===== src/hdl/sram_test_defs.svh =====
`ifndef SRAM_TEST_DEFS_SVH
`define SRAM_TEST_DEFS_SVH

// Word address width of one SRAM
`define ADDR_SIZE 4

// Data word width
`define DATA_SIZE 8

// One write-mask bit per 8-bit byte
`define WMASK_SIZE 1

// Number of SRAMs in the bank
`define MAX_CHIPS 4

// Chip-select field width
`define SELECT_SIZE 2

// One port field group: address, data, csb, web and mask
`define PORT_SIZE 15

// Command register width
`define TOTAL_SIZE 32

// Words per SRAM
`define MEM_DEPTH 16

`endif


===== src/hdl/sram_test_pkg.sv =====
`include "sram_test_defs.svh"

package sram_test_pkg;

   // Word address into one SRAM
   typedef logic [`ADDR_SIZE-1:0] addr_t;

   // Data word on either port
   typedef logic [`DATA_SIZE-1:0] data_t;

   typedef logic [`WMASK_SIZE-1:0] wmask_t;

   // Chip-select field of the command word
   typedef logic [`SELECT_SIZE-1:0] chip_sel_t;

   // Active-low select, one bit per chip
   typedef logic [`MAX_CHIPS-1:0] csb_vec_t;

   typedef logic [`TOTAL_SIZE-1:0] cmd_word_t;

endpackage


===== src/hdl/scan_controller.sv =====
`timescale 1ns/1ns
`include "sram_test_defs.svh"

module scan_controller (
   input  logic                             clk,
   input  logic                             reset,
   input  logic                             gpio_in,
   input  logic                             gpio_scan,
   input  logic                             gpio_sram_load,
   input  logic                             la_in_load,
   input  logic                             la_sram_load,
   input  sram_test_pkg::cmd_word_t         la_data_in,
   input  logic [`MAX_CHIPS*`DATA_SIZE-1:0] sram_dout0,
   input  logic [`MAX_CHIPS*`DATA_SIZE-1:0] sram_dout1,
   output sram_test_pkg::addr_t             addr0,
   output sram_test_pkg::addr_t             addr1,
   output sram_test_pkg::data_t             din0,
   output sram_test_pkg::data_t             din1,
   output logic                             web0,
   output logic                             web1,
   output sram_test_pkg::wmask_t            wmask0,
   output sram_test_pkg::wmask_t            wmask1,
   output sram_test_pkg::csb_vec_t          csb0,
   output sram_test_pkg::csb_vec_t          csb1,
   output sram_test_pkg::cmd_word_t         la_data_out,
   output logic                             gpio_out
);

   // Field offsets inside one port group, mask at the bottom
   localparam int WEB_BIT  = `WMASK_SIZE;
   localparam int CSB_BIT  = `WMASK_SIZE + 1;
   localparam int DIN_LSB  = `WMASK_SIZE + 2;
   localparam int ADDR_LSB = DIN_LSB + `DATA_SIZE;

   // Port 0 group sits directly above port 1 group
   localparam int P0_LSB  = `PORT_SIZE;
   localparam int SEL_LSB = `TOTAL_SIZE - `SELECT_SIZE;

   sram_test_pkg::cmd_word_t cmd_reg;
   logic [`PORT_SIZE-1:0]    port0_grp;
   logic [`PORT_SIZE-1:0]    port1_grp;
   sram_test_pkg::chip_sel_t chip_select;
   logic                     cmd_csb0;
   logic                     cmd_csb1;
   sram_test_pkg::data_t     read_data0;
   sram_test_pkg::data_t     read_data1;

   // Scan beats parallel load, which beats read capture
   always_ff @(posedge clk) begin
      if (reset) begin
         cmd_reg <= '0;
      end else if (gpio_scan) begin
         cmd_reg <= {cmd_reg[`TOTAL_SIZE-2:0], gpio_in};
      end else if (la_in_load) begin
         cmd_reg <= la_data_in;
      end else if (gpio_sram_load || la_sram_load) begin
         // Only the two din fields take the read data
         cmd_reg[P0_LSB+DIN_LSB +: `DATA_SIZE] <= read_data0;
         cmd_reg[DIN_LSB +: `DATA_SIZE]        <= read_data1;
      end
   end

   assign chip_select = cmd_reg[SEL_LSB +: `SELECT_SIZE];
   assign port0_grp   = cmd_reg[P0_LSB +: `PORT_SIZE];
   assign port1_grp   = cmd_reg[0 +: `PORT_SIZE];

   assign addr0    = port0_grp[ADDR_LSB +: `ADDR_SIZE];
   assign din0     = port0_grp[DIN_LSB +: `DATA_SIZE];
   assign cmd_csb0 = port0_grp[CSB_BIT];
   assign web0     = port0_grp[WEB_BIT];
   assign wmask0   = port0_grp[0 +: `WMASK_SIZE];

   assign addr1    = port1_grp[ADDR_LSB +: `ADDR_SIZE];
   assign din1     = port1_grp[DIN_LSB +: `DATA_SIZE];
   assign cmd_csb1 = port1_grp[CSB_BIT];
   assign web1     = port1_grp[WEB_BIT];
   assign wmask1   = port1_grp[0 +: `WMASK_SIZE];

   // Unselected chips see csb high, the selected one gets the command bit
   assign csb0 = ~({{(`MAX_CHIPS-1){1'b0}}, ~cmd_csb0} << chip_select);
   assign csb1 = ~({{(`MAX_CHIPS-1){1'b0}}, ~cmd_csb1} << chip_select);

   // Read data of the addressed chip, chip-major buses
   always_comb begin
      case (chip_select)
         2'd0: begin
            read_data0 = sram_dout0[0*`DATA_SIZE +: `DATA_SIZE];
            read_data1 = sram_dout1[0*`DATA_SIZE +: `DATA_SIZE];
         end
         2'd1: begin
            read_data0 = sram_dout0[1*`DATA_SIZE +: `DATA_SIZE];
            read_data1 = sram_dout1[1*`DATA_SIZE +: `DATA_SIZE];
         end
         2'd2: begin
            read_data0 = sram_dout0[2*`DATA_SIZE +: `DATA_SIZE];
            read_data1 = sram_dout1[2*`DATA_SIZE +: `DATA_SIZE];
         end
         default: begin
            read_data0 = sram_dout0[3*`DATA_SIZE +: `DATA_SIZE];
            read_data1 = sram_dout1[3*`DATA_SIZE +: `DATA_SIZE];
         end
      endcase
   end

   // MSB goes out first during a scan
   assign gpio_out    = cmd_reg[`TOTAL_SIZE-1];
   assign la_data_out = cmd_reg;

endmodule


===== src/hdl/sram_model.sv =====
`timescale 1ns/1ns
`include "sram_test_defs.svh"

module sram_model (
   input  logic                  clk,
   input  logic                  csb0,
   input  logic                  web0,
   input  sram_test_pkg::wmask_t wmask0,
   input  sram_test_pkg::addr_t  addr0,
   input  sram_test_pkg::data_t  din0,
   output sram_test_pkg::data_t  dout0,
   input  logic                  csb1,
   input  logic                  web1,
   input  sram_test_pkg::wmask_t wmask1,
   input  sram_test_pkg::addr_t  addr1,
   input  sram_test_pkg::data_t  din1,
   output sram_test_pkg::data_t  dout1
);

   // Bits covered by one mask bit
   localparam int BYTE_W = `DATA_SIZE / `WMASK_SIZE;

   sram_test_pkg::data_t mem [`MEM_DEPTH];

   // Masked writes from both ports
   always_ff @(posedge clk) begin
      if (!csb0 && !web0) begin
         for (int b = 0; b < `WMASK_SIZE; b++) begin
            if (wmask0[b]) begin
               mem[addr0][b*BYTE_W +: BYTE_W] <= din0[b*BYTE_W +: BYTE_W];
            end
         end
      end
      // Same-word collision with port 0 is undefined
      if (!csb1 && !web1) begin
         for (int b = 0; b < `WMASK_SIZE; b++) begin
            if (wmask1[b]) begin
               mem[addr1][b*BYTE_W +: BYTE_W] <= din1[b*BYTE_W +: BYTE_W];
            end
         end
      end
   end

   // Registered read data, held while the port is idle or writing
   always_ff @(posedge clk) begin
      if (!csb0 && web0) begin
         dout0 <= mem[addr0];
      end
   end

   always_ff @(posedge clk) begin
      if (!csb1 && web1) begin
         dout1 <= mem[addr1];
      end
   end

endmodule


===== src/hdl/sram_test_top.sv =====
`timescale 1ns/1ns
`include "sram_test_defs.svh"

module sram_test_top (
   input  logic                     clk,
   input  logic                     reset,
   input  logic                     gpio_in,
   input  logic                     gpio_scan,
   input  logic                     gpio_sram_load,
   input  logic                     la_in_load,
   input  logic                     la_sram_load,
   input  sram_test_pkg::cmd_word_t la_data_in,
   output sram_test_pkg::cmd_word_t la_data_out,
   output logic                     gpio_out
);

   // Shared port signals, common to every chip
   sram_test_pkg::addr_t     addr0;
   sram_test_pkg::addr_t     addr1;
   sram_test_pkg::data_t     din0;
   sram_test_pkg::data_t     din1;
   logic                     web0;
   logic                     web1;
   sram_test_pkg::wmask_t    wmask0;
   sram_test_pkg::wmask_t    wmask1;
   sram_test_pkg::csb_vec_t  csb0;
   sram_test_pkg::csb_vec_t  csb1;

   // Read data of all chips, chip i in slice i
   logic [`MAX_CHIPS*`DATA_SIZE-1:0] sram_dout0;
   logic [`MAX_CHIPS*`DATA_SIZE-1:0] sram_dout1;

   scan_controller u_ctrl (
      .clk            (clk),
      .reset          (reset),
      .gpio_in        (gpio_in),
      .gpio_scan      (gpio_scan),
      .gpio_sram_load (gpio_sram_load),
      .la_in_load     (la_in_load),
      .la_sram_load   (la_sram_load),
      .la_data_in     (la_data_in),
      .sram_dout0     (sram_dout0),
      .sram_dout1     (sram_dout1),
      .addr0          (addr0),
      .addr1          (addr1),
      .din0           (din0),
      .din1           (din1),
      .web0           (web0),
      .web1           (web1),
      .wmask0         (wmask0),
      .wmask1         (wmask1),
      .csb0           (csb0),
      .csb1           (csb1),
      .la_data_out    (la_data_out),
      .gpio_out       (gpio_out)
   );

   for (genvar i = 0; i < `MAX_CHIPS; i++) begin : g_chip
      sram_model u_sram (
         .clk    (clk),
         .csb0   (csb0[i]),
         .web0   (web0),
         .wmask0 (wmask0),
         .addr0  (addr0),
         .din0   (din0),
         .dout0  (sram_dout0[i*`DATA_SIZE +: `DATA_SIZE]),
         .csb1   (csb1[i]),
         .web1   (web1),
         .wmask1 (wmask1),
         .addr1  (addr1),
         .din1   (din1),
         .dout1  (sram_dout1[i*`DATA_SIZE +: `DATA_SIZE])
      );
   end

endmodule


===== config.mk =====
export PLATFORM = sky130hd
export DESIGN_NAME = sram_test_top
export DESIGN_NICKNAME = d
export VERILOG_FILES = /design/src/hdl/sram_test_pkg.sv /design/src/hdl/scan_controller.sv /design/src/hdl/sram_model.sv /design/src/hdl/sram_test_top.sv
export VERILOG_INCLUDE_DIRS = /design/src /design/src/hdl
export SDC_FILE = /design/constraint.sdc
export NUM_CORES = 1
export LEC_CHECK = 0
export BUFFER_PORTS_ARGS = -buffer_cell sky130_fd_sc_hd__clkbuf_2
export CORE_MARGIN = 3
export CORE_UTILIZATION = 40
export DETAILED_ROUTE_END_ITERATION = 16
export GPL_ROUTABILITY_DRIVEN = 0
export MAX_ROUTING_LAYER = met4
export SKIP_LAST_GASP = 1
export SYNTH_ARGS = -nofsm -noshare
export SYNTH_HDL_FRONTEND = slang
export SYNTH_HIERARCHICAL = 1
export SYNTH_SLANG_ARGS = --single-unit

===== constraint.sdc =====
create_clock -name clk -period 3.2 [get_ports clk]
set_input_delay 0.48 -clock clk [delete_from_list [all_inputs] [get_ports clk]]
set_output_delay 0.48 -clock clk [all_outputs]
set_load 0.005 [all_outputs]

==> results of run 1 <==
==> registers in the layout, summed over array words and instances, names as in the netlist <==
signal / cells
g_chip.u_sram/dout0: 32
g_chip.u_sram/dout1: 32
g_chip.u_sram/mem: 512
u_ctrl/la_data_out: 32
==> stage by stage <==
step	setup slack (ns)	instance area (sq um)
after detailed placement	0.137	37000
after CTS	0.137	39200
after global placement	0.0210	37000
after global routing	0.0249	39200
after floorplan	0.145	34800
final	0.150	39200
==> layer usage <==
metal	global-route usage [%]	part of all wire (%)	routed length (um)
met1	35.4	41	46400
met4	8.18	3.2	3570
met2	37.2	45	50700
met5	-	0	0
met3	5.71	10	11700
==> cell type report <==
| type | instances | area [sq um] |
|---|---|---|
| well taps | 1144 | 1430 |
| clock buffers | 86 | 1900 |
| flip-flops and latches | 608 | 18000 |
| diodes | 1 | 2.50 |
| clock inverters | 42 | 389 |
| fillers | 7471 | 46400 |
| multi-input cells | 1337 | 15800 |
| repair buffers | 241 | 1780 |
==> worst max-delay path by stage <==
| stage | startpoint | to | slack (ns) |
|---|---|---|---|
| 6_report | u_ctrl/la_data_out[30] | g_chip[2].u_sram/mem[8][5] | 0.15 |
| 3_3_place_gp | u_ctrl/la_data_out[31] | g_chip[1].u_sram/mem[9][4] | 0.02 |
| 5_1_grt | u_ctrl/la_data_out[30] | g_chip[2].u_sram/mem[4][6] | 0.02 |
| 3_5_place_dp | u_ctrl/la_data_out[30] | g_chip[2].u_sram/mem[4][7] | 0.14 |
| 4_1_cts | u_ctrl/la_data_out[31] | g_chip[1].u_sram/mem[1][5] | 0.14 |
| 2_1_floorplan | u_ctrl/la_data_out[31] | g_chip[2].u_sram/mem[0][0] | 0.15 |
==> power by group through the flow <==
stage | clock network (mW) | logic [mW] | registers [mW]
3_3_place_gp | 0 | 2.08 | 9.24
5_1_grt | 8.55 | 2.27 | 9.08
3_5_place_dp | 0 | 2.11 | 9.24
4_1_cts | 8.24 | 2.12 | 9.07
6_report | 8.10 | 2.16 | 9.08
2_1_floorplan | 0 | 1.44 | 9.09
==> logic make-up (layout without fill, tap and decap cells) <==
kind of cell | count (synthesis) | after routing | synth area share (%)
mux | 816 | 816 | 35.3
flops | 608 | 608 | 51.6
simple gates | 297 | 297 | 5.47
buf+inv | 226 | 369 | 3.07
compound gates | 224 | 224 | 4.61
other cells | 0 | 1 | 0
==> critical path, delay by kind of cell (launching register included) <==
kind,cells,cell delay [ns]
flops,1,0.42
simple gates,3,1.82
compound gates,1,0.41
==> Yosys cell counts (all sizes together) <==
| master | count | area (sq um) |
|---|---|---|
| a21oi | 16 | 80.1 |
| a221o | 16 | 160 |
| a22oi | 128 | 961 |
| and2 | 8 | 50.1 |
| buf | 95 | 577 |
| clkbuf | 131 | 492 |
| dfxtp | 32 | 641 |
| edfxtp | 576 | 17300 |
| mux2 | 528 | 5950 |
| mux2i | 16 | 160 |
| mux4 | 272 | 6150 |
| nand2 | 98 | 368 |
| nand2b | 24 | 150 |
| nand3 | 32 | 160 |
| nand3b | 18 | 135 |
| nand4bb | 4 | 45.0 |
| nor2 | 27 | 101 |
| nor2b | 24 | 150 |
| nor3 | 24 | 315 |
| nor4 | 9 | 156 |
| nor4b | 9 | 93.8 |
| nor4bb | 8 | 80.1 |
| o21ai | 32 | 160 |
| o21bai | 32 | 240 |
| or2 | 4 | 25.0 |
| or3 | 2 | 12.5 |
| or3b | 2 | 17.5 |
| or4b | 4 | 40.0 |
==> cells in the final DEF (no fill, tap or decap), types with 14 or more instances in the layout <==
cell type	synthesis	final
a21oi_1	16	16
a221o_1	16	16
a22oi_1	128	128
buf_4	29	158
clkbuf_16	0	74
clkbuf_2	0	71
clkinv_2	0	14
dfxtp_2	0	20
edfxtp_1	576	576
mux2_2	528	528
mux2i_1	16	16
mux4_2	265	265
nand2_1	98	98
nand2b_1	24	24
nand3_1	32	32
nand3b_1	18	18
nor2_1	27	27
nor2b_1	24	24
o21ai_0	32	32
o21bai_1	32	32
==> flow_summary.toml, run 1 <==
[status]
status = "finished, final reports clean"

[grt]
grt_pass1_vias = 22400
grt_overflow = 0
antenna_found_initial = 4
grt_max_degree = 54
track_usage_pct = 25.4
grt_pass1_wl_um = 162000

[worst_hold_path]
min_delay_path_depth = 2
min_from = "reset"
min_path_type = "input pin to register"
min_delay_worst_endpoint = "u_ctrl/la_data_out[28]"

[setup_path]
critPathRequiredTime_ns = 3.43
reg2regPathDepth = 4
slowest_stage = "or4b_1"
crit_chain = "or3b_2, or4b_1, nor3_4, o21bai_1"
end_kind = "register"
r2r_slack_ns = 0.15
path_max_fanout = 12
worstSetupPathType = "register to register"
reg2reg_from = "u_ctrl/la_data_out[30]"
start_kind = "register"
slowest_delay_ns = 0.78
cp.arrival_ns = 3.28
timing.rr.end = "g_chip[2].u_sram/mem[8][5]"

[floorplanning]
rows = 107
initial_core_util_pct = 40.6
ios = 72
core_area_sq_um = 85700
dieArea_sq_um = 90500
die_y_um = 301
die_x_um = 301

[cts]
htreeDepth = 3
clk_pin_slew_ns = 0.06
cts_tree = "built"
postCtsSetupBuffers = 0
cts.sinks = 608
cts_max_path_buffers = 3
cts_root_buffer = "clkbuf_16"
cts_resized = 0
ctsHoldBuffers = 0
clk-insertion-delay-late_ns = 0.62
numCtsBuffers = 71

[synth]
yosys.cell_types.count = 36
ys_ff_latch = 608
yosysSeqAreaShare_pct = 51.6
syn_avg_cell_area_sq_um = 16.0
syn_area_sq_um = 34800
ys_warn_count = 6
synth_nets = 2210
synthCells = 2171

[sta]
hold_viol_final = 0
skew_ns = 0.0271
slew_violations = 0
finalSetupTns_ns = 0
finalSetupViolCount = 0
post-route-period-util_pct = 95.3
holdWs_ns = 0.144
period_needed_ns = 3.05
clock.fmax_mhz = 328
worst_pin_slew_ns = 1.22
maxSlewHeadroom_pct = 17.9
rsz0062_at_grt = "false"

[layout]
drive_gt1_share_pct = 52.0
final_cell_count_no_fill = 3459
layout.nets = 2298
final_util_pct = 45.8
areaGrowthSynthToFinish_pct = 12.9

[run]
maxCapViolCount = 0

[pwr]
ir_drop_mv = 0.351
comb_power_share_pct = 11.2
clkPwrFrac_pct = 41.9
seq_power_share_pct = 46.9
p_sw_share_pct = 24.9
p_leak_nw = 13.0
p_int_mw = 14.5
p_per_area_nw_per_um2 = 493
power_mw = 19.3
p_sw_mw = 4.82

[placement]
dp.cells = 3330
port_buffers = 71
dp_hpwl_um = 77100

[detailed_routing]
drt_iter0_drc = 2563
wire_per_inst_um = 32.5
post-route-drc-count = 0
via_count = 22400
antenna_left = 0
vias_per_cell = 6.48
dr.pass1.iters = 5
wl_um = 112000
Note: power is estimated with default switching activity, not from simulation.
==> inputs of run 2 (changes only) <==
- HOLD_SLACK_MARGIN: default -> 0.15
- RECOVER_POWER: default -> 25
==> run 2 against run 1 <==
  * Hold slack improved by 0.051 ns
  * Critical path depth did not move
  * Non-clock buffer count rose by 1
  * Die area did not move
  * Final cell count barely moved
  * Via count rose by 0.31%
==> flow_summary.toml, run 2 (synthesis gave the netlist of run 1 again) <==
[detailed_routing]
dr.pass1.iters = 6
via_count = 22500
drt_iter0_drc = 2740
antenna_left = 0
post-route-drc-count = 0
wire_per_inst_um = 32.5
wl_um = 112000
vias_per_cell = 6.50

[setup_path]
critPathBufInv = 1
crit_start = "u_ctrl/la_data_out[26]"
path_max_fanout = 23
cp.depth = 4
r2r_slack_ns = 0.08
end_kind = "register"
reg2regPathDepth = 4
slowest_stage = "dfxtp_2"
reg2reg_from = "u_ctrl/la_data_out[26]"
start_kind = "register"
slowest_delay_ns = 0.95
endpoint = "g_chip[1].u_sram/mem[5][4]"
crit_chain = "nor4bb_1, buf_4, nand2b_1, o21ai_0"
crit_family = "flip-flops"
worstSetupPathType = "register to register"
timing.rr.end = "g_chip[1].u_sram/mem[5][4]"
cp.arrival_ns = 3.32
critPathRequiredTime_ns = 3.40

[layout]
layout_commonest_cell = "edfxtp_1"
layout.nets = 2299
drive_gt1_share_pct = 49.7
top_register = "g_chip.u_sram/mem"
largest_register_ffs = 512
design_area_sq_um = 39000
areaGrowthSynthToFinish_pct = 12.3
final_cell_mix = "edfxtp_1 (576), mux2_2 (527), mux4_2 (265)"

[grt]
antenna_found_initial = 4
grt_pass1_wl_um = 162000
grt_overflow = 0
track_usage_pct = 25.4
grt_max_degree = 54
grt_pass1_vias = 22400

[sta]
holdWs_ns = 0.195
maxSlewHeadroom_pct = 1.72
worst_pin_slew_ns = 1.47
skew_ns = 0.0323
slew_violations = 0
finalSetupViolCount = 0
period_needed_ns = 3.12
finalSetupTns_ns = 0
rsz0062_at_grt = "false"
clock.fmax_mhz = 321
post-route-period-util_pct = 97.4
hold_viol_final = 0

[cts]
cts_max_path_buffers = 3
cts_root_buffer = "clkbuf_16"
numCtsBuffers = 71
cts.sinks = 608
postCtsSetupBuffers = 0
htreeDepth = 3
clk-insertion-delay-late_ns = 0.62
cts_tree = "built"
clk_pin_slew_ns = 0.07

[status]
status = "finished, final reports clean"

[placement]
dpl-instance-area_sq_um = 37000
port_buffers = 71
dp_hpwl_um = 77100

[pwr]
p_leak_nw = 12.9
p_per_area_nw_per_um2 = 495
ir_drop_mv = 0.350

[floorplanning]
die_x_um = 301
rows = 107
initial_core_util_pct = 40.6
ios = 72
core_area_sq_um = 85700
die_y_um = 301
dieArea_sq_um = 90500

[worst_hold_path]
min_path_type = "input pin to register"

[run]
maxCapViolCount = 0
[run 2: worst min-delay path by stage]
stage | startpoint | end | cells after the start
floorplan | u_ctrl/la_data_out[14] | u_ctrl/la_data_out[15] | 2
global placement | u_ctrl/la_data_out[30] | u_ctrl/la_data_out[31] | 2
detailed placement | u_ctrl/la_data_out[30] | u_ctrl/la_data_out[31] | 2
CTS | gpio_in | u_ctrl/la_data_out[0] | 3
global route | gpio_in | u_ctrl/la_data_out[0] | 3
finish | gpio_in | u_ctrl/la_data_out[0] | 3
[run 2: through the flow]
step                worst slack [ns]  util, %  cells  power, mW
detailed placement             0.137     43.1   3330       11.4
global placement              0.0210     43.1   3330       11.3
floorplan                      0.145        -   2171       10.5
finish                        0.0816     45.6   3460       19.3
global route                  0.0268     45.6   3460       19.9
CTS                            0.137     45.8   3459       19.4
[run 2: report_power, final]
group / total [mW] / switching [mW] / internal (mW) / leakage, nW
Sequential: 9.08 / 0.256 / 8.82 / 5.42
Clock: 8.10 / 3.37 / 4.73 / 1.13
Combinational: 2.15 / 1.18 / 0.969 / 6.32
Total: 19.3 / 4.81 / 14.5 / 12.9
[run 2: repair_timing]
action,CTS,global route
resized for setup,0,1
setup endpoints to repair,0,40
hold endpoints to repair,1,0
hold buffers,1,0
[run 2: area by class of cell]
class / count / area, sq um
diodes: 1 / 2.50
clock buffers: 86 / 1900
clock inverters: 42 / 389
fillers: 7521 / 46600
multi-input cells: 1337 / 15700
flip-flops and latches: 608 / 18000
well taps: 1144 / 1430
repair buffers: 242 / 1680
[run 2: routing by layer]
layer	track usage (%)	wire, um	vias to the layer above
met4	8.18	3600	0
met5	-	0	-
met2	37.2	50700	1328
met1	35.4	46500	11800
li1	-	-	9124
met3	5.70	11600	213
[run 2: tightest hold or removal path, cell delays in order]
cell and delay [ns]:
clkbuf_2 0.13, mux2i_1 0.08, nor2_1 0.07
